`src/rtl/decode_pkg.sv`:
```
`default_nettype none

package decode_pkg;

typedef enum logic [6:0] {
	// SPECIAL
	OP_SLL, OP_SRL, OP_SRA, OP_SLLV, OP_SRLV, OP_SRAV,
	OP_JALR, OP_MOVN, OP_MOVZ, OP_SYSCALL, OP_BREAK,
	OP_MFHI, OP_MTHI, OP_MFLO, OP_MTLO,
	OP_MULT, OP_MULTU, OP_DIV, OP_DIVU,
	OP_ADD, OP_ADDU, OP_SUB, OP_SUBU,
	OP_AND, OP_OR, OP_XOR, OP_NOR, OP_SLT, OP_SLTU,
	OP_TGE, OP_TGEU, OP_TLT, OP_TLTU, OP_TEQ, OP_TNE,
	// SPECIAL2
	OP_MADD, OP_MADDU, OP_MSUB, OP_MSUBU, OP_MUL, OP_CLZ, OP_CLO,
	// branches
	OP_BLTZ, OP_BGEZ, OP_BLTZAL, OP_BGEZAL,
	OP_BEQ, OP_BNE, OP_BLEZ, OP_BGTZ,
	OP_LUI,
	// memory
	OP_LB, OP_LH, OP_LWL, OP_LW, OP_LBU, OP_LHU, OP_LWR,
	OP_SB, OP_SH, OP_SWL, OP_SW, OP_SWR, OP_CACHE,
	OP_LL, OP_SC,
	OP_JAL,
	// COP0 and TLB
	OP_MFC0, OP_MTC0,
	OP_TLBR, OP_TLBWI, OP_TLBWR, OP_TLBP, OP_ERET,
	OP_INVALID
} op_t;

typedef enum logic [2:0] {
	FU_ALU,
	FU_MUL,
	FU_LSU,
	FU_BRANCH,
	FU_COP0,
	FU_INVALID
} fu_t;

typedef enum logic [2:0] {
	ControlFlow_None,
	ControlFlow_Branch,
	ControlFlow_Jump,
	ControlFlow_Call,
	ControlFlow_Return
} cf_t;

endpackage

`default_nettype wire

```
`src/rtl/cpu_pkg.sv`:
```
`default_nettype none

package cpu_pkg;

typedef logic [31:0] uint32_t;
typedef logic [4:0]  reg_addr_t;

localparam reg_addr_t REG_RA = 5'd31; // link register

// field positions in the instruction word
localparam int OPCODE_LSB = 26;
localparam int RS_LSB     = 21;
localparam int RT_LSB     = 16;
localparam int RD_LSB     = 11;
localparam int FUNCT_LSB  = 0;
localparam int IMM16_W    = 16;
localparam int INDEX_W    = 26;

typedef enum logic [5:0] {
	OPC_SPECIAL  = 6'b000000,
	OPC_REGIMM   = 6'b000001,
	OPC_J        = 6'b000010,
	OPC_JAL      = 6'b000011,
	OPC_BEQ      = 6'b000100,
	OPC_BNE      = 6'b000101,
	OPC_BLEZ     = 6'b000110,
	OPC_BGTZ     = 6'b000111,
	OPC_LUI      = 6'b001111,
	OPC_COP0     = 6'b010000,
	OPC_SPECIAL2 = 6'b011100,
	OPC_LL       = 6'b110000,
	OPC_SC       = 6'b111000
} opcode_e;

endpackage

`default_nettype wire
```
`src/rtl/decode_stage.sv`:
```
`timescale 1ns/10ps
`default_nettype none

module decode_stage #(
	parameter int               QUEUE_DEPTH = 4,
	parameter cpu_pkg::uint32_t RESET_PC    = '0
) (
	input  logic               clk,
	input  logic               rst_n,
	input  logic               in_valid,
	output logic               in_ready,
	input  cpu_pkg::uint32_t   in_pc,
	input  cpu_pkg::uint32_t   in_instr,
	output logic               out_valid,
	input  logic               out_ready,
	output cpu_pkg::uint32_t   out_pc,
	output cpu_pkg::reg_addr_t out_rs1,
	output cpu_pkg::reg_addr_t out_rs2,
	output cpu_pkg::reg_addr_t out_rd,
	output decode_pkg::op_t    out_op,
	output decode_pkg::fu_t    out_fu,
	output decode_pkg::cf_t    out_cf,
	output logic               out_use_imm,
	output logic               out_imm_signed,
	output cpu_pkg::uint32_t   out_imm,
	output cpu_pkg::uint32_t   out_target
);

import cpu_pkg::*;
import decode_pkg::*;

logic      buf_valid;
logic      buf_ready;
uint32_t   buf_pc;
uint32_t   buf_instr;
reg_addr_t dec_rs1;
reg_addr_t dec_rs2;
reg_addr_t dec_rd;
op_t       dec_op;
fu_t       dec_fu;
cf_t       dec_cf;
logic      dec_use_imm;
logic      dec_imm_signed;
uint32_t   dec_imm;
uint32_t   dec_target;

fetch_buffer #(
	.RESET_PC (RESET_PC)
) fetch_buffer_i (
	.clk       (clk),
	.rst_n     (rst_n),
	.in_valid  (in_valid),
	.in_ready  (in_ready),
	.in_pc     (in_pc),
	.in_instr  (in_instr),
	.buf_valid (buf_valid),
	.buf_ready (buf_ready),
	.buf_pc    (buf_pc),
	.buf_instr (buf_instr)
);

decoder decoder_i (
	.instr      (buf_instr),
	.pc         (buf_pc),
	.rs1        (dec_rs1),
	.rs2        (dec_rs2),
	.rd         (dec_rd),
	.op         (dec_op),
	.fu         (dec_fu),
	.cf         (dec_cf),
	.use_imm    (dec_use_imm),
	.imm_signed (dec_imm_signed),
	.imm        (dec_imm),
	.target     (dec_target)
);

decode_queue #(
	.QUEUE_DEPTH (QUEUE_DEPTH)
) decode_queue_i (
	.clk            (clk),
	.rst_n          (rst_n),
	.in_valid       (buf_valid),
	.in_ready       (buf_ready),
	.in_pc          (buf_pc),
	.in_rs1         (dec_rs1),
	.in_rs2         (dec_rs2),
	.in_rd          (dec_rd),
	.in_op          (dec_op),
	.in_fu          (dec_fu),
	.in_cf          (dec_cf),
	.in_use_imm     (dec_use_imm),
	.in_imm_signed  (dec_imm_signed),
	.in_imm         (dec_imm),
	.in_target      (dec_target),
	.out_valid      (out_valid),
	.out_ready      (out_ready),
	.out_pc         (out_pc),
	.out_rs1        (out_rs1),
	.out_rs2        (out_rs2),
	.out_rd         (out_rd),
	.out_op         (out_op),
	.out_fu         (out_fu),
	.out_cf         (out_cf),
	.out_use_imm    (out_use_imm),
	.out_imm_signed (out_imm_signed),
	.out_imm        (out_imm),
	.out_target     (out_target)
);

endmodule

`default_nettype wire

```
`src/rtl/decode_queue.sv`:
```
`timescale 1ns/10ps
`default_nettype none

module decode_queue #(
	parameter int QUEUE_DEPTH = 4
) (
	input  logic               clk,
	input  logic               rst_n,
	input  logic               in_valid,
	output logic               in_ready,
	input  cpu_pkg::uint32_t   in_pc,
	input  cpu_pkg::reg_addr_t in_rs1,
	input  cpu_pkg::reg_addr_t in_rs2,
	input  cpu_pkg::reg_addr_t in_rd,
	input  decode_pkg::op_t    in_op,
	input  decode_pkg::fu_t    in_fu,
	input  decode_pkg::cf_t    in_cf,
	input  logic               in_use_imm,
	input  logic               in_imm_signed,
	input  cpu_pkg::uint32_t   in_imm,
	input  cpu_pkg::uint32_t   in_target,
	output logic               out_valid,
	input  logic               out_ready,
	output cpu_pkg::uint32_t   out_pc,
	output cpu_pkg::reg_addr_t out_rs1,
	output cpu_pkg::reg_addr_t out_rs2,
	output cpu_pkg::reg_addr_t out_rd,
	output decode_pkg::op_t    out_op,
	output decode_pkg::fu_t    out_fu,
	output decode_pkg::cf_t    out_cf,
	output logic               out_use_imm,
	output logic               out_imm_signed,
	output cpu_pkg::uint32_t   out_imm,
	output cpu_pkg::uint32_t   out_target
);

import cpu_pkg::*;
import decode_pkg::*;

localparam int PTR_W = $clog2(QUEUE_DEPTH);

typedef struct packed {
	uint32_t   pc;
	reg_addr_t rs1;
	reg_addr_t rs2;
	reg_addr_t rd;
	op_t       op;
	fu_t       fu;
	cf_t       cf;
	logic      use_imm;
	logic      imm_signed;
	uint32_t   imm;
	uint32_t   target;
} rec_t;

rec_t             mem [QUEUE_DEPTH];
rec_t             head;
logic [PTR_W-1:0] wr_ptr;
logic [PTR_W-1:0] rd_ptr;
logic [PTR_W:0]   count;
logic             wr_en;
logic             rd_en;

assign out_valid = count != '0;
assign in_ready  = (count != (PTR_W + 1)'(QUEUE_DEPTH)) | out_ready; // pass-through when full
assign wr_en     = in_valid & in_ready;
assign rd_en     = out_valid & out_ready;

always_ff @(posedge clk) begin
	if (wr_en)
		mem[wr_ptr] <= '{in_pc, in_rs1, in_rs2, in_rd, in_op, in_fu, in_cf,
			in_use_imm, in_imm_signed, in_imm, in_target};
end

always_ff @(posedge clk or negedge rst_n) begin
	if (!rst_n) begin
		wr_ptr <= '0;
		rd_ptr <= '0;
		count  <= '0;
	end else begin
		if (wr_en)
			wr_ptr <= wr_ptr + PTR_W'(1); // wraps, depth is 2^n
		if (rd_en)
			rd_ptr <= rd_ptr + PTR_W'(1);
		case ({wr_en, rd_en})
			2'b10:   count <= count + 1'b1;
			2'b01:   count <= count - 1'b1;
			default: count <= count;
		endcase
	end
end

assign head           = mem[rd_ptr];
assign out_pc         = head.pc;
assign out_rs1        = head.rs1;
assign out_rs2        = head.rs2;
assign out_rd         = head.rd;
assign out_op         = head.op;
assign out_fu         = head.fu;
assign out_cf         = head.cf;
assign out_use_imm    = head.use_imm;
assign out_imm_signed = head.imm_signed;
assign out_imm        = head.imm;
assign out_target     = head.target;

endmodule

`default_nettype wire

```
`src/rtl/decoder.sv`:
```
`timescale 1ns/10ps
`default_nettype none

module decoder (
	input  cpu_pkg::uint32_t   instr,
	input  cpu_pkg::uint32_t   pc,
	output cpu_pkg::reg_addr_t rs1,
	output cpu_pkg::reg_addr_t rs2,
	output cpu_pkg::reg_addr_t rd,
	output decode_pkg::op_t    op,
	output decode_pkg::fu_t    fu,
	output decode_pkg::cf_t    cf,
	output logic               use_imm,
	output logic               imm_signed,
	output cpu_pkg::uint32_t   imm,
	output cpu_pkg::uint32_t   target
);

import cpu_pkg::*;
import decode_pkg::*;

logic [5:0] opcode;
logic [5:0] funct;
reg_addr_t  fld_rs;
reg_addr_t  fld_rt;
reg_addr_t  fld_rd;
logic       is_branch;
logic       is_jump_i;
logic       is_jump_r;
logic       is_call;
logic       is_return;
logic       grp_mul;
logic       grp_mem;
logic       grp_cop0;

assign opcode = instr[OPCODE_LSB +: 6];
assign funct  = instr[FUNCT_LSB +: 6];
assign fld_rs = instr[RS_LSB +: 5];
assign fld_rt = instr[RT_LSB +: 5];
assign fld_rd = instr[RD_LSB +: 5];

decode_branch branch_i (
	.instr     (instr),
	.pc        (pc),
	.is_branch (is_branch),
	.is_jump_i (is_jump_i),
	.is_jump_r (is_jump_r),
	.is_call   (is_call),
	.is_return (is_return),
	.target    (target)
);

always_comb begin
	unique casez ({is_branch, is_return, is_call, is_jump_i | is_jump_r})
		4'b1???: cf = ControlFlow_Branch;
		4'b01??: cf = ControlFlow_Return;
		4'b001?: cf = ControlFlow_Call;
		4'b0001: cf = ControlFlow_Jump;
		default: cf = ControlFlow_None;
	endcase
end

always_comb begin
	rs1        = '0;
	rs2        = '0;
	rd         = '0;
	op         = OP_INVALID;
	use_imm    = 1'b0;
	imm_signed = 1'b1;
	grp_mul    = 1'b0;
	grp_mem    = 1'b0;
	grp_cop0   = 1'b0;

	unique casez (opcode)
		OPC_SPECIAL: begin
			rs1     = fld_rs;
			rs2     = fld_rt;
			rd      = fld_rd;
			grp_mul = funct[5:2] == 4'b0110; // mult, div
			unique case (funct)
				6'b000000: op = OP_SLL;
				6'b000010: op = OP_SRL;
				6'b000011: op = OP_SRA;
				6'b000100: op = OP_SLLV;
				6'b000110: op = OP_SRLV;
				6'b000111: op = OP_SRAV;
				6'b001000: op = OP_JALR; // JR too
				6'b001001: op = OP_JALR;
				6'b001011: op = OP_MOVN;
				6'b001010: op = OP_MOVZ;
				6'b001100: op = OP_SYSCALL;
				6'b001101: op = OP_BREAK;
				6'b001111: op = OP_SLL; // sync as nop
				6'b010000: op = OP_MFHI;
				6'b010001: op = OP_MTHI;
				6'b010010: op = OP_MFLO;
				6'b010011: op = OP_MTLO;
				6'b011000: op = OP_MULT;
				6'b011001: op = OP_MULTU;
				6'b011010: op = OP_DIV;
				6'b011011: op = OP_DIVU;
				6'b100000: op = OP_ADD;
				6'b100001: op = OP_ADDU;
				6'b100010: op = OP_SUB;
				6'b100011: op = OP_SUBU;
				6'b100100: op = OP_AND;
				6'b100101: op = OP_OR;
				6'b100110: op = OP_XOR;
				6'b100111: op = OP_NOR;
				6'b101010: op = OP_SLT;
				6'b101011: op = OP_SLTU;
				6'b110000: op = OP_TGE;
				6'b110001: op = OP_TGEU;
				6'b110010: op = OP_TLT;
				6'b110011: op = OP_TLTU;
				6'b110100: op = OP_TEQ;
				6'b110110: op = OP_TNE;
				default:   op = OP_INVALID;
			endcase
		end
		OPC_SPECIAL2: begin
			rs1     = fld_rs;
			rs2     = fld_rt;
			rd      = fld_rd;
			grp_mul = 1'b1;
			unique case (funct)
				6'b000000: op = OP_MADD;
				6'b000001: op = OP_MADDU;
				6'b000100: op = OP_MSUB;
				6'b000101: op = OP_MSUBU;
				6'b000010: op = OP_MUL;
				6'b100000: op = OP_CLZ;
				6'b100001: op = OP_CLO;
				default:   op = OP_INVALID;
			endcase
		end
		OPC_REGIMM: begin
			rs1     = fld_rs;
			rd      = (fld_rt[4:1] == 4'b1000) ? REG_RA : '0; // linking branches
			use_imm = 1'b1;
			unique case (fld_rt)
				5'b01000: op = OP_TGE;
				5'b01001: op = OP_TGEU;
				5'b01010: op = OP_TLT;
				5'b01011: op = OP_TLTU;
				5'b01100: op = OP_TEQ;
				5'b01110: op = OP_TNE;
				5'b00000: op = OP_BLTZ;
				5'b00001: op = OP_BGEZ;
				5'b10000: op = OP_BLTZAL;
				5'b10001: op = OP_BGEZAL;
				default:  op = OP_INVALID;
			endcase
		end
		6'b0001??: begin
			rs1 = fld_rs;
			rs2 = fld_rt;
			unique case (opcode[1:0])
				2'b00: op = OP_BEQ;
				2'b01: op = OP_BNE;
				2'b10: op = OP_BLEZ;
				2'b11: op = OP_BGTZ;
			endcase
		end
		6'b001???: begin
			rs1        = fld_rs;
			rd         = fld_rt;
			use_imm    = 1'b1;
			imm_signed = ~opcode[2]; // logical ops zero-extend
			unique case (opcode[2:0])
				3'b100: op = OP_AND;
				3'b101: op = OP_OR;
				3'b110: op = OP_XOR;
				3'b111: op = OP_LUI;
				3'b000: op = OP_ADD;
				3'b001: op = OP_ADDU;
				3'b010: op = OP_SLT;
				3'b011: op = OP_SLTU;
			endcase
		end
		6'b100???: begin
			rs1     = fld_rs;
			rs2     = (opcode[1:0] == 2'b10) ? fld_rt : '0; // LWL/LWR merge into rt
			rd      = fld_rt;
			grp_mem = 1'b1;
			unique case (opcode[2:0])
				3'b000: op = OP_LB;
				3'b001: op = OP_LH;
				3'b010: op = OP_LWL;
				3'b011: op = OP_LW;
				3'b100: op = OP_LBU;
				3'b101: op = OP_LHU;
				3'b110: op = OP_LWR;
				3'b111: op = OP_INVALID;
			endcase
		end
		6'b101???: begin
			rs1     = fld_rs;
			rs2     = fld_rt;
			grp_mem = 1'b1;
			unique case (opcode[2:0])
				3'b000:  op = OP_SB;
				3'b001:  op = OP_SH;
				3'b010:  op = OP_SWL;
				3'b011:  op = OP_SW;
				3'b110:  op = OP_SWR;
				3'b111:  op = OP_CACHE;
				default: op = OP_INVALID;
			endcase
		end
		OPC_LL: begin
			rs1     = fld_rs;
			rd      = fld_rt;
			op      = OP_LL;
			grp_mem = 1'b1;
		end
		OPC_SC: begin
			rs1     = fld_rs;
			rs2     = fld_rt;
			rd      = fld_rt; // success flag
			op      = OP_SC;
			grp_mem = 1'b1;
		end
		6'b00001?: begin
			rd = {$bits(reg_addr_t){opcode[0]}}; // r31 for JAL only
			op = OP_JAL;
		end
		OPC_COP0: begin
			grp_cop0 = 1'b1;
			unique case (fld_rs)
				5'b00000: begin
					op = OP_MFC0;
					rd = fld_rt;
				end
				5'b00100: begin
					op  = OP_MTC0;
					rs1 = fld_rt;
				end
				5'b10000: begin
					unique case (funct)
						6'b000001: op = OP_TLBR;
						6'b000010: op = OP_TLBWI;
						6'b000110: op = OP_TLBWR;
						6'b001000: op = OP_TLBP;
						6'b011000: op = OP_ERET;
						default:   op = OP_INVALID;
					endcase
				end
				default: op = OP_INVALID;
			endcase
		end
		default: op = OP_INVALID;
	endcase
end

always_comb begin
	if (op == OP_INVALID)
		fu = FU_INVALID;
	else if (grp_mul)
		fu = FU_MUL;
	else if (grp_mem)
		fu = FU_LSU;
	else if (is_branch | is_jump_i | is_jump_r)
		fu = FU_BRANCH;
	else if (grp_cop0)
		fu = FU_COP0;
	else
		fu = FU_ALU;
end

always_comb begin
	if (opcode == OPC_LUI)
		imm = {instr[IMM16_W-1:0], {IMM16_W{1'b0}}};
	else if (imm_signed)
		imm = {{(32 - IMM16_W){instr[IMM16_W-1]}}, instr[IMM16_W-1:0]};
	else
		imm = {{(32 - IMM16_W){1'b0}}, instr[IMM16_W-1:0]};
end

endmodule

`default_nettype wire

```
`src/rtl/decode_branch.sv`:
```
`timescale 1ns/10ps
`default_nettype none

module decode_branch (
	input  cpu_pkg::uint32_t instr,
	input  cpu_pkg::uint32_t pc,
	output logic             is_branch,
	output logic             is_jump_i,
	output logic             is_jump_r,
	output logic             is_call,
	output logic             is_return,
	output cpu_pkg::uint32_t target
);

import cpu_pkg::*;

logic [5:0] opcode;
logic [5:0] funct;
reg_addr_t  rs;
reg_addr_t  rt;
logic       regimm_br;
uint32_t    pc_next;
uint32_t    br_offset;

assign opcode = instr[OPCODE_LSB +: 6];
assign funct  = instr[FUNCT_LSB +: 6];
assign rs     = instr[RS_LSB +: 5];
assign rt     = instr[RT_LSB +: 5];

// BLTZ, BGEZ, BLTZAL, BGEZAL
assign regimm_br = (opcode == OPC_REGIMM) && (rt[3:1] == 3'b000);

assign is_branch = regimm_br || (opcode inside {OPC_BEQ, OPC_BNE, OPC_BLEZ, OPC_BGTZ});
assign is_jump_i = opcode inside {OPC_J, OPC_JAL};
assign is_jump_r = (opcode == OPC_SPECIAL) && (funct[5:1] == 5'b00100); // JR, JALR

assign is_call   = (opcode == OPC_JAL) | (is_jump_r & funct[0]) | (regimm_br & rt[4]);
assign is_return = is_jump_r & ~funct[0] & (rs == REG_RA);

assign pc_next   = pc + 32'd4;
assign br_offset = {{(30 - IMM16_W){instr[IMM16_W-1]}}, instr[IMM16_W-1:0], 2'b00};

always_comb begin
	if (is_branch)
		target = pc_next + br_offset;
	else if (is_jump_i)
		target = {pc_next[31:INDEX_W+2], instr[INDEX_W-1:0], 2'b00}; // stays in 256MB region
	else
		target = '0;
end

endmodule

`default_nettype wire

```
`src/rtl/fetch_buffer.sv`:
```
`timescale 1ns/10ps
`default_nettype none

module fetch_buffer #(
	parameter cpu_pkg::uint32_t RESET_PC = '0
) (
	input  logic             clk,
	input  logic             rst_n,
	input  logic             in_valid,
	output logic             in_ready,
	input  cpu_pkg::uint32_t in_pc,
	input  cpu_pkg::uint32_t in_instr,
	output logic             buf_valid,
	input  logic             buf_ready,
	output cpu_pkg::uint32_t buf_pc,
	output cpu_pkg::uint32_t buf_instr
);

import cpu_pkg::*;

logic    main_valid;
logic    spare_valid;
uint32_t main_pc;
uint32_t main_instr;
uint32_t spare_pc;
uint32_t spare_instr;
logic    in_fire;
logic    main_free;

assign in_ready  = ~spare_valid; // straight from a flop
assign in_fire   = in_valid & in_ready;
assign main_free = ~main_valid | buf_ready; // main drains this cycle

assign buf_valid = main_valid;
assign buf_pc    = main_valid ? main_pc : RESET_PC;
assign buf_instr = main_valid ? main_instr : '0;

always_ff @(posedge clk or negedge rst_n) begin
	if (!rst_n) begin
		main_valid  <= 1'b0;
		spare_valid <= 1'b0;
	end else if (main_free) begin
		main_valid  <= spare_valid | in_fire;
		spare_valid <= 1'b0;
	end else if (in_fire) begin
		spare_valid <= 1'b1; // downstream stalled, park it
	end
end

always_ff @(posedge clk) begin
	if (main_free) begin
		if (spare_valid) begin
			main_pc    <= spare_pc;
			main_instr <= spare_instr;
		end else if (in_fire) begin
			main_pc    <= in_pc;
			main_instr <= in_instr;
		end
	end else if (in_fire) begin
		spare_pc    <= in_pc;
		spare_instr <= in_instr;
	end
end

endmodule

`default_nettype wire

```
`config.mk`:
```
export PLATFORM = sky130hd
export DESIGN_NAME = decode_stage
export DESIGN_NICKNAME = d
export VERILOG_FILES = /design/src/rtl/decode_pkg.sv /design/src/rtl/cpu_pkg.sv /design/src/rtl/decode_stage.sv /design/src/rtl/decode_queue.sv /design/src/rtl/decoder.sv /design/src/rtl/decode_branch.sv /design/src/rtl/fetch_buffer.sv
export SDC_FILE = /design/constraint.sdc
export NUM_CORES = 1
export LEC_CHECK = 0
export BUFFER_PORTS_ARGS = -buffer_cell sky130_fd_sc_hd__buf_2
export CAP_MARGIN = 15
export CORE_ASPECT_RATIO = 0.7
export CORE_MARGIN = 8
export CORE_UTILIZATION = 24
export DETAILED_ROUTE_END_ITERATION = 7
export PLACE_DENSITY = 0.38
export SETUP_SLACK_MARGIN = 0.5
export SYNTH_ARGS = -nofsm -noshare
export SYNTH_HDL_FRONTEND = slang
export SYNTH_SLANG_ARGS = --single-unit
```
`constraint.sdc`:
```
create_clock -name clk -period 7.16 [get_ports clk]
set_input_delay 1.432 -clock clk [delete_from_list [all_inputs] [get_ports clk]]
set_output_delay 1.432 -clock clk [all_outputs]
set_load 0.05 [all_outputs]
```
==> run_results.csv, run 1 <==
group,metric,value,unit
worst_setup_path,setup.worst_path.start_class,"register",
yosys,ys_seq_area_frac,0.680,
route,drt_pass1_iterations,7,
route,drt-initial-drc-count,1239,
worst_setup_path,worstReg2RegEnd,"decode_queue_i.mem[1][22]",
worst_setup_path,worstSetupStartpoint,"fetch_buffer_i.buf_valid",
finish,fill_cells,11700,
worst_setup_path,cp-end-kind,"register",
sta,finalMaxSlewViolations,0,
sta,worst_slew_pin_slew,1.08,ns
cts,root_buffer,"clkbuf_16",
cts,cts_tree,"yes",
cts,clock_latency,0.66,ns
global_routing,grt_pass1_wl,130000,um
placement,portBuffers,195,
cts,cts.clk_slew.worst_paths,0.06,ns
die,core-area,0.117,mm^2
sta,final.min_clock_period,4.92,ns
yosys,avgSynthCellArea,16.3,um^2
worst_setup_path,worstPathMaxFanout,67,
finish,layout_commonest_cell,"edfxtp_1",
yosys,syn_area,0.0283,mm^2
placement,dp_hpwl,63200,um
worst_setup_path,timing.rr.start,"fetch_buffer_i.buf_valid",
global_routing,grt_pass1_vias,17200,
global_routing,track_usage,0.139,
yosys,synth_flop_cell,"edfxtp_1",
placement,post_dp_cell_area,0.0312,mm^2
die,io_pins,196,
finish,drive_gt1_frac,0.278,
placement,globalplace.congestion,0.889,
sta,rsz0062_at_grt,"no",
sta,post-route-period-util,0.687,
die,fp-row-count,105,
sta,setup_tns,0,ns
finish,final_cell_mix,"edfxtp_1, buf_2, mux4_2",
worst_setup_path,cp-endpoint,"decode_queue_i.mem[1][22]",
finish,seqCellArea,0.0192,mm^2
run,cap_violations,0,
sta,relSlewSlack,0.281,
yosys,async_flop_share,0.0140,
yosys,synthCells,1732,
worst_setup_path,cp.arrival,5.27,ns
cts,h-tree-depth,3,
global_routing,antenna_found_initial,9,
worst_setup_path,cp.required,7.52,ns
sta,whs,0.477,ns
global_routing,grt_max_degree,68,
sta,finClkSkew,0.0339,ns
yosys,ys_types,77,
cts,cts_hold_buf,0,
status,status,"complete, no violations",
cts,post_cts_resized,0,
route,ant_nets,0,
yosys,ys_seq_elements,641,
cts,postCtsSetupBuffers,0,
worst_hold_path,hold_class,"reg2reg",
finish,nNetsFinal,2075,
die,initial_utilization,0.242,
route,vias,16500,
yosys,ys_warn_count,0,
worst_setup_path,reg2regPathDepth,13,
sta,final-setup-viol-count,0,
die,die-area,0.129,mm^2
power,p_leak,11.5,nW
cts,numCtsBuffers,74,
finish,multiInputGateArea,0.00856,mm^2
yosys,syn-num-nets,1851,
sta,max_clock_freq,203,MHz
finish,fin_util,0.288,
power,p_per_area,441,mW/mm^2
finish,design_area,0.0337,mm^2
yosys,synth_enable_flop_cells,632,
power,ir_drop,0.000233,V
global_routing,grt_overflow_total,0,
route,vias_per_cell,4.62,
finish,areaGrowthSynthToFinish,19.1,%
die,die_h,303,um
sta,final_hold_viol_count,0,
route,routed_wl,90700,um
route,drc,0,
route,wl_per_cell,25.4,um
die,die_w,426,um
worst_setup_path,critPathKind,"reg2reg",
cts,clock-sinks,641,
cts,clock_path_buffers,3,
worst_setup_path,r2r_slack,2.24,ns
where the power goes:
part | switching [mW] | internal, mW
Combinational | 4.10 | 1.56
Sequential | 0.297 | 5.10
Clock | 1.59 | 2.21
synthesized netlist by cell type (all sizes together), types with 12 or more instances:
cell type  count  area share
edfxtp       632        0.67
mux4         127        0.10
nand2         92       0.012
nor2          84       0.011
mux2          65       0.026
o21ai         65       0.012
nand3         53      0.0094
inv           52      0.0069
clkbuf        51      0.0068
a21oi         50      0.0089
ha            49       0.022
and2          44      0.0097
xor2          33       0.010
buf           32      0.0050
nor3          27      0.0048
xnor2         21      0.0065
a21o          15      0.0040
nand4         15      0.0033
nand2b        13      0.0029
nor4          13      0.0029
and3          12      0.0027
nor2b         12      0.0027
per-layer routing:
| metal | track usage | wire (um) | up-vias |
|---|---|---|---|
| li1 | - | - | 7370 |
| met1 | 0.206 | 44700 | 8573 |
| met2 | 0.204 | 39000 | 425 |
| met3 | 0.0357 | 5470 | 112 |
| met4 | 0.0286 | 1570 | 6 |
| met5 | 0 | 36 | - |
area by class of cell:
type / instances / share of cell area
flip-flops and latches: 641 / 0.571
multi-input cells: 956 / 0.254
well taps: 1551 / 0.0576
clock buffers: 82 / 0.0572
repair buffers: 231 / 0.0392
clock inverters: 54 / 0.0146
inverters: 52 / 0.00580
diodes: 4 / 0.000297
sequential cells by signal, indices dropped and copies added (netlist names):
name                        flops
fetch_buffer_i.main_pc         32
fetch_buffer_i.spare_valid      1
decode_queue_i.count            3
fetch_buffer_i.buf_valid        1
fetch_buffer_i.spare_instr     32
decode_queue_i.wr_ptr           2
fetch_buffer_i.main_instr      32
fetch_buffer_i.spare_pc        32
decode_queue_i.rd_ptr           2
decode_queue_i.mem            504
through the flow:
step | std cells | setup WS [ns] | total power, mW
after floorplan | 1732 | 1.94 | 9.43
after global placement | 3431 | 2.24 | 11.3
after detailed placement | 3431 | 2.22 | 11.3
after CTS | 3567 | 2.24 | 15.2
after global routing | 3567 | 1.78 | 15.6
final | 3571 | 2.24 | 14.9
kinds of logic after synthesis:
group,after synthesis,share of synthesized area
AND/OR/NAND/NOR,401,0.0719
XOR/XNOR,55,0.0175
buffers and inverters,135,0.0187
adder cells (fa/ha/maj),51,0.0231
AO/OA/AOI/OAI,255,0.0613
multiplexers,194,0.128
flip-flops,641,0.680
worst max-delay path, cell delays in order, from the launching register on:
cell,delay (ns)
dfrtp_4,0.62
buf_12,0.27
nand2_1,0.47
inv_1,0.24
ha_1,0.31
fa_1,0.46
a21o_1,0.17
a21oi_1,0.35
o211a_1,0.29
o21a_1,0.17
nor2_1,0.12
a21boi_0,0.33
xor2_1,0.16
o21ai_0,0.60
worst min path at each step:
stage,depth (start not counted),from,to
finish,1,decode_queue_i.count[2],decode_queue_i.count[2]
CTS,1,decode_queue_i.count[2],decode_queue_i.count[2]
global route,1,decode_queue_i.count[2],decode_queue_i.count[2]
floorplan,1,decode_queue_i.count[2],decode_queue_i.count[2]
global placement,1,decode_queue_i.count[2],decode_queue_i.count[2]
detailed placement,1,decode_queue_i.count[2],decode_queue_i.count[2]
(Power assumes the default switching activity.)
==> run 2: changes to the inputs <==
==> constraint.sdc (replaced) <==
create_clock -name clk -period 4.4 [get_ports clk]
set_input_delay 0.88 -clock clk [delete_from_list [all_inputs] [get_ports clk]]
set_output_delay 0.88 -clock clk [all_outputs]
set_load 0.05 [all_outputs]
==> run 2 against run 1 <==
Compared with the run above:
- first-iteration DRC count is 1.2% higher
- final area increased by 4.5%
- highest routed layer unchanged
- final cell count rose by 3.3%
- clock power increased by 58%
==> run_results.csv, run 2 (synthesis results as in run 1) <==
group,metric,value,unit
cts,root_buffer,"clkbuf_16",
global_routing,grt_busiest_layer,"met2",
worst_setup_path,setup.worst_path.start_class,"register",
global_routing,track_usage,0.139,
global_routing,use_met2,0.208,
route,vias,16900,
global_routing,use_met3,0.0326,
sta,finClkSkew,0.0294,ns
placement,globalplace.congestion,0.869,
route,routed_wl,91700,um
route,ant_nets,0,
global_routing,grt_max_degree,65,
worst_setup_path,worstPathMaxFanout,35,
worst_setup_path,cp.required,4.79,ns
finish,nNetsFinal,2196,
worst_setup_path,cp-end-kind,"register",
power,finalPower,24.5,mW
power,ir_drop,0.000356,V
run,cap_violations,0,
worst_setup_path,critPathKind,"reg2reg",
route,vias_per_cell,4.59,
die,io_pins,196,
cts,cts.clk_slew.worst_paths,0.06,ns
power,p_per_area,696,mW/mm^2
sta,max_clock_freq,257,MHz
placement,post-place-ws,0.102,ns
sta,rsz0062_at_grt,"yes",
route,drc,0,
cts,numCtsBuffers,72,
sta,finalMaxSlewViolations,0,
finish,fin_util,0.301,
power,p_leak,12.3,nW
placement,dp_hpwl,64900,um
cts,clock-sinks,641,
sta,relSlewSlack,0.313,
sta,timing.final.ws_setup,0.514,ns
route,drt_pass1_iterations,5,
sta,worst_slew_pin_slew,1.03,ns
die,die_h,303,um
global_routing,grt_pass1_vias,17500,
die,die-area,0.129,mm^2
status,status,"complete, no violations",
sta,final_hold_viol_count,0,
sta,final.min_clock_period,3.89,ns
placement,portBuffers,195,
global_routing,antenna_found_initial,9,
die,fp-row-count,105,
finish,fill_cells,11700,
finish,layout_commonest_cell,"edfxtp_1",
global_routing,grt_pass1_wl,131000,um
cts,clock_latency,0.65,ns
die,core-area,0.117,mm^2
worst_hold_path,hold_class,"in2async",
cts,h-tree-depth,3,
global_routing,grt_overflow_total,0,
global_routing,use_met1,0.205,
finish,drive_gt1_frac,0.346,
cts,cts_tree,"yes",
route,drt-initial-drc-count,1254,
route,wl_per_cell,24.9,um
sta,setup_tns,0,ns
worst_setup_path,cp.arrival,4.28,ns
cts,clock_path_buffers,3,
finish,largest-register,"decode_queue_i.mem",
sta,final-setup-viol-count,0,
sta,post-route-period-util,0.883,
finish,largest_reg_flops,504,
die,die_w,426,um
finish,final_cell_mix,"edfxtp_1, buf_2, buf_4",
finish,areaGrowthSynthToFinish,24.5,%
die,initial_utilization,0.242,
## run 2: changes by cell type in the layout (fill, tap and decap cells not counted), moves of 5 or more
| cell | delta |
|---|---|
| nor4_1 | -5 |
| a21oi_2 | +7 |
| inv_6 | -5 |
| clkbuf_1 | +5 |
| o21ai_1 | +12 |
| buf_6 | +5 |
| ha_1 | -6 |
| a21oi_1 | -7 |
| nor2_1 | -6 |
| o21ai_0 | -15 |
| buf_12 | +17 |
| buf_4 | +100 |
## run 2: stage by stage
step | cells | instance area (um^2) | hold slack (ns)
final | 3689 | 35200 | 0.121
after global routing | 3682 | 35200 | 0.104
after CTS | 3663 | 34800 | 0.0756
after detailed placement | 3527 | 32200 | 0.467
after global placement | 3527 | 32200 | 0.468
after floorplan | 1732 | 28400 | 0.447
## run 2: routing by layer
layer  vias to the layer above  routed length (um)
li1                       7619                   -
met1                      8809               45100
met2                       382               40200
met3                       117                4720
met4                        10                1710
met5                         -                  63
## run 2: worst max-delay path, cell delays in order (launching register included)
cell     delay [ns]
dfrtp_4        0.54
buf_6          0.20
buf_16         0.20
nand2_4        0.15
inv_1          0.11
ha_1           0.25
fa_1           0.47
a21o_1         0.18
a21oi_1        0.20
o211a_1        0.23
o21a_1         0.14
nor2_1         0.05
buf_4          0.16
a41oi_2        0.21
xor2_1         0.26
o21ai_1        0.09
buf_4          0.16
## run 2: path summary, 6_finish.rpt
kind / startpoint / end / slack (ns) / cells past startpoint
max: fetch_buffer_i.buf_valid / decode_queue_i.mem[0][26] / 0.51 / 16
min: rst_n / fetch_buffer_i.buf_valid / 0.12 / 1
max reg2reg: fetch_buffer_i.buf_valid / decode_queue_i.mem[0][26] / 0.51 / 16
min reg2reg: decode_queue_i.count[2] / decode_queue_i.count[2] / 0.48 / 1
max in group asynchronous: rst_n / decode_queue_i.rd_ptr[1] / 3.98 / 1
min in group clk: in_pc[2] / fetch_buffer_i.spare_pc[2] / 0.42 / 1
## run 2: timing repair
action                     CTS  global route
setup endpoints to repair   72            84
resized for setup           36            66
pin swaps                   11            27
buffers inserted             8            19
hold endpoints to repair     0             0
hold buffers                 0             0
## run 2: cell type report
| cell class | instances | area [um^2] | share of cell area |
|---|---|---|---|
| Sequential cell | 641 | 19200 | 0.546 |
| Multi-Input combinational cell | 956 | 8980 | 0.255 |
| Timing Repair Buffer | 354 | 2500 | 0.0710 |
| Clock buffer | 87 | 1940 | 0.0552 |
| Tap cell | 1551 | 1940 | 0.0552 |
| Clock inverter | 41 | 383 | 0.0109 |
| Inverter | 52 | 195 | 0.00555 |
| Antenna cell | 7 | 17.5 | 0.000498 |
## run 2: report_power, final
part           leakage (nW)  internal, mW  switching [mW]
logic                  5.12          2.94            6.82
registers              6.00          8.29           0.454
clock network          1.13          3.51            2.48
total                  12.3          14.7            9.76
==> run 3: changes to the inputs <==
--- a/config.mk
+++ b/config.mk
@@ -12,6 +12,7 @@
 export CORE_UTILIZATION = 24
 export DETAILED_ROUTE_END_ITERATION = 7
 export PLACE_DENSITY = 0.38
+export REMOVE_ABC_BUFFERS = 1
 export SETUP_SLACK_MARGIN = 0.5
 export SYNTH_ARGS = -nofsm -noshare
 export SYNTH_HDL_FRONTEND = slang
==> run 3 against run 2 <==
Compared with the run above:
- via count fell by 0.62%
- setup slack gained 0.028 ns
- count of clock-buffer cells in the layout fell by 1
- sequential share of layout area up 0.91 points
- final cell count shrank 1.4%
- power is 0.64% lower
- combinational power fell by 2.3%
==> run_results.csv, run 3 (synthesis results as in run 1) <==
group,metric,value,unit
status,status,"complete, no violations",
die,die-area,0.129,mm^2
placement,post_dp_cell_area,0.0317,mm^2
power,p_per_area,703,mW/mm^2
placement,post-place-ws,0.0163,ns
cts,h-tree-depth,3,
worst_setup_path,cp.required,4.78,ns
route,vias_per_cell,4.63,
route,routed_wl,89300,um
sta,relSlewSlack,0.322,
cts,clock-sinks,641,
placement,globalplace.congestion,0.865,
sta,max_clock_freq,259,MHz
sta,final.min_clock_period,3.86,ns
worst_setup_path,cp-end-kind,"register",
sta,rsz0062_at_grt,"yes",
power,ir_drop,0.000340,V
worst_setup_path,path_buf_inv,5,
worst_setup_path,setup.worst_path.start_class,"register",
finish,final_cell_mix,"edfxtp_1, buf_2, mux4_2",
worst_setup_path,slowest_delay,0.48,ns
finish,largest-register,"decode_queue_i.mem",
global_routing,track_usage,0.135,
worst_setup_path,critPathKind,"reg2reg",
sta,worst_slew_pin_slew,1.02,ns
placement,portBuffers,195,
die,initial_utilization,0.242,
sta,whs,0.157,ns
sta,post-route-period-util,0.877,
global_routing,grt_pass1_wl,126000,um
worst_hold_path,hold_class,"in2async",
route,drt_pass1_iterations,5,
die,core-area,0.117,mm^2
die,die_w,426,um
worst_setup_path,reg2regPathDepth,20,
die,die_h,303,um
power,p_leak,11.9,nW
route,ant_nets,0,
finish,drive_gt1_frac,0.328,
sta,final_hold_viol_count,0,
route,drc,0,
worst_setup_path,crit_top_cell,"buf_4",
finish,seqCellArea,0.0192,mm^2
cts,numCtsBuffers,71,
route,drt-initial-drc-count,1221,
sta,finalMaxSlewViolations,0,
global_routing,grt_overflow_total,0,
finish,fill_cells,11700,
placement,dp_cells,3478,
worst_setup_path,r2r_slack,0.54,ns
cts,cts_hold_buf,0,
finish,nNetsFinal,2139,
cts,clock_latency,0.66,ns
worst_setup_path,cpMaxStageDelayCell,"dfrtp_4",
finish,multiInputGateArea,0.00890,mm^2
power,finalPower,24.3,mW
route,wl_per_cell,24.6,um
sta,setup_tns,0,ns
finish,areaGrowthSynthToFinish,22.5,%
finish,final_cells,3637,
worst_setup_path,worstPathCellList,"buf_4, nand2_2, inv_2, ha_4, nand4_1, buf_4, nor2_2, and3_4, nand3_1, xnor2_1, ha_2, o21a_1, o211ai_1, inv_2, a221oi_2, buf_4, a21oi_4, o32ai_2, mux2i_1, nand2_1",
sta,timing.final.ws_setup,0.542,ns
sta,finClkSkew,0.0275,ns
cts,cts.clk_slew.worst_paths,0.07,ns
global_routing,grt_max_degree,56,
sta,final-setup-viol-count,0,
global_routing,antenna_found_initial,13,
worst_setup_path,cp.arrival,4.24,ns
die,fp-row-count,105,
placement,dp_hpwl,61200,um
cts,clock_path_buffers,3,
global_routing,grt_pass1_vias,17400,
finish,layout_commonest_cell,"edfxtp_1",
cts,root_buffer,"clkbuf_16",
finish,largest_reg_flops,504,
run,cap_violations,0,
worst_setup_path,cp_top_family,"compound AO/OA/AOI/OAI gates",
cts,cts_tree,"yes",
route,vias,16800,
die,io_pins,196,
worst_setup_path,path_depth,20,
finish,design_area,0.0346,mm^2
finish,fin_util,0.296,
worst_setup_path,worstPathMaxFanout,6,
[run 3: changes by cell type in the layout (fill, tap and decap cells not counted), moves of 4 or more]
cell / change
buf_4: -44
ha_2: +5
o21ai_1: -4
clkbuf_16: -4
bufinv_16: +4
buf_12: -9
buf_6: -4
o21ai_0: +5
[run 3: report_power, final]
group          total, mW  leakage, nW  internal, mW  switching, mW
Clock               6.11         1.15          3.60           2.51
Combinational       9.54         4.79          2.76           6.77
Sequential          8.69         6.00          8.30          0.391
Total               24.3         11.9          14.7           9.68
[run 3: what timing repair did]
action / in CTS / in global routing
endpoints found under the hold margin: 0 / 0
setup endpoints to repair: 64 / 80
gates cloned: 0 / 1
resized for setup: 28 / 66
buffers inserted: 4 / 15
pin swaps: 7 / 22
[run 3: final timing paths]
path                                           from                            end
min                                           rst_n       decode_queue_i.rd_ptr[1]
max in group asynchronous                     rst_n       decode_queue_i.rd_ptr[0]
min in group clk                        in_instr[9]  fetch_buffer_i.spare_instr[9]
max reg2reg                fetch_buffer_i.buf_valid      decode_queue_i.mem[3][31]
max                        fetch_buffer_i.buf_valid      decode_queue_i.mem[3][31]
min reg2reg                 decode_queue_i.count[2]        decode_queue_i.count[2]
[run 3: layer usage]
metal | GRT usage | wire (um) | up-vias
met5 | 0 | 39 | -
met4 | 0.0279 | 1400 | 6
li1 | - | - | 7508
met3 | 0.0332 | 4900 | 102
met1 | 0.190 | 42400 | 8792
met2 | 0.210 | 40500 | 424
[run 3: layout make-up]
cell class | instances | share of cell area
Antenna cell | 8 | 0.000579
Clock buffer | 86 | 0.0533
Clock inverter | 45 | 0.0150
Inverter | 52 | 0.00564
Multi-Input combinational cell | 956 | 0.257
Sequential cell | 641 | 0.555
Tap cell | 1551 | 0.0561
Timing Repair Buffer | 298 | 0.0568
[run 3: worst reg2reg max path: cells and delay by family (launching register included)]
| family | cells | cell delay [ns] |
|---|---|---|
| xor gates and xnor gates | 1 | 0.18 |
| buffers and inverters | 5 | 0.67 |
| muxes | 1 | 0.22 |
| adders and majority gates | 2 | 0.47 |
| and+or+nand+nor | 6 | 0.67 |
| AOI/OAI and AO/OA | 5 | 0.90 |
| DFF | 1 | 0.48 |
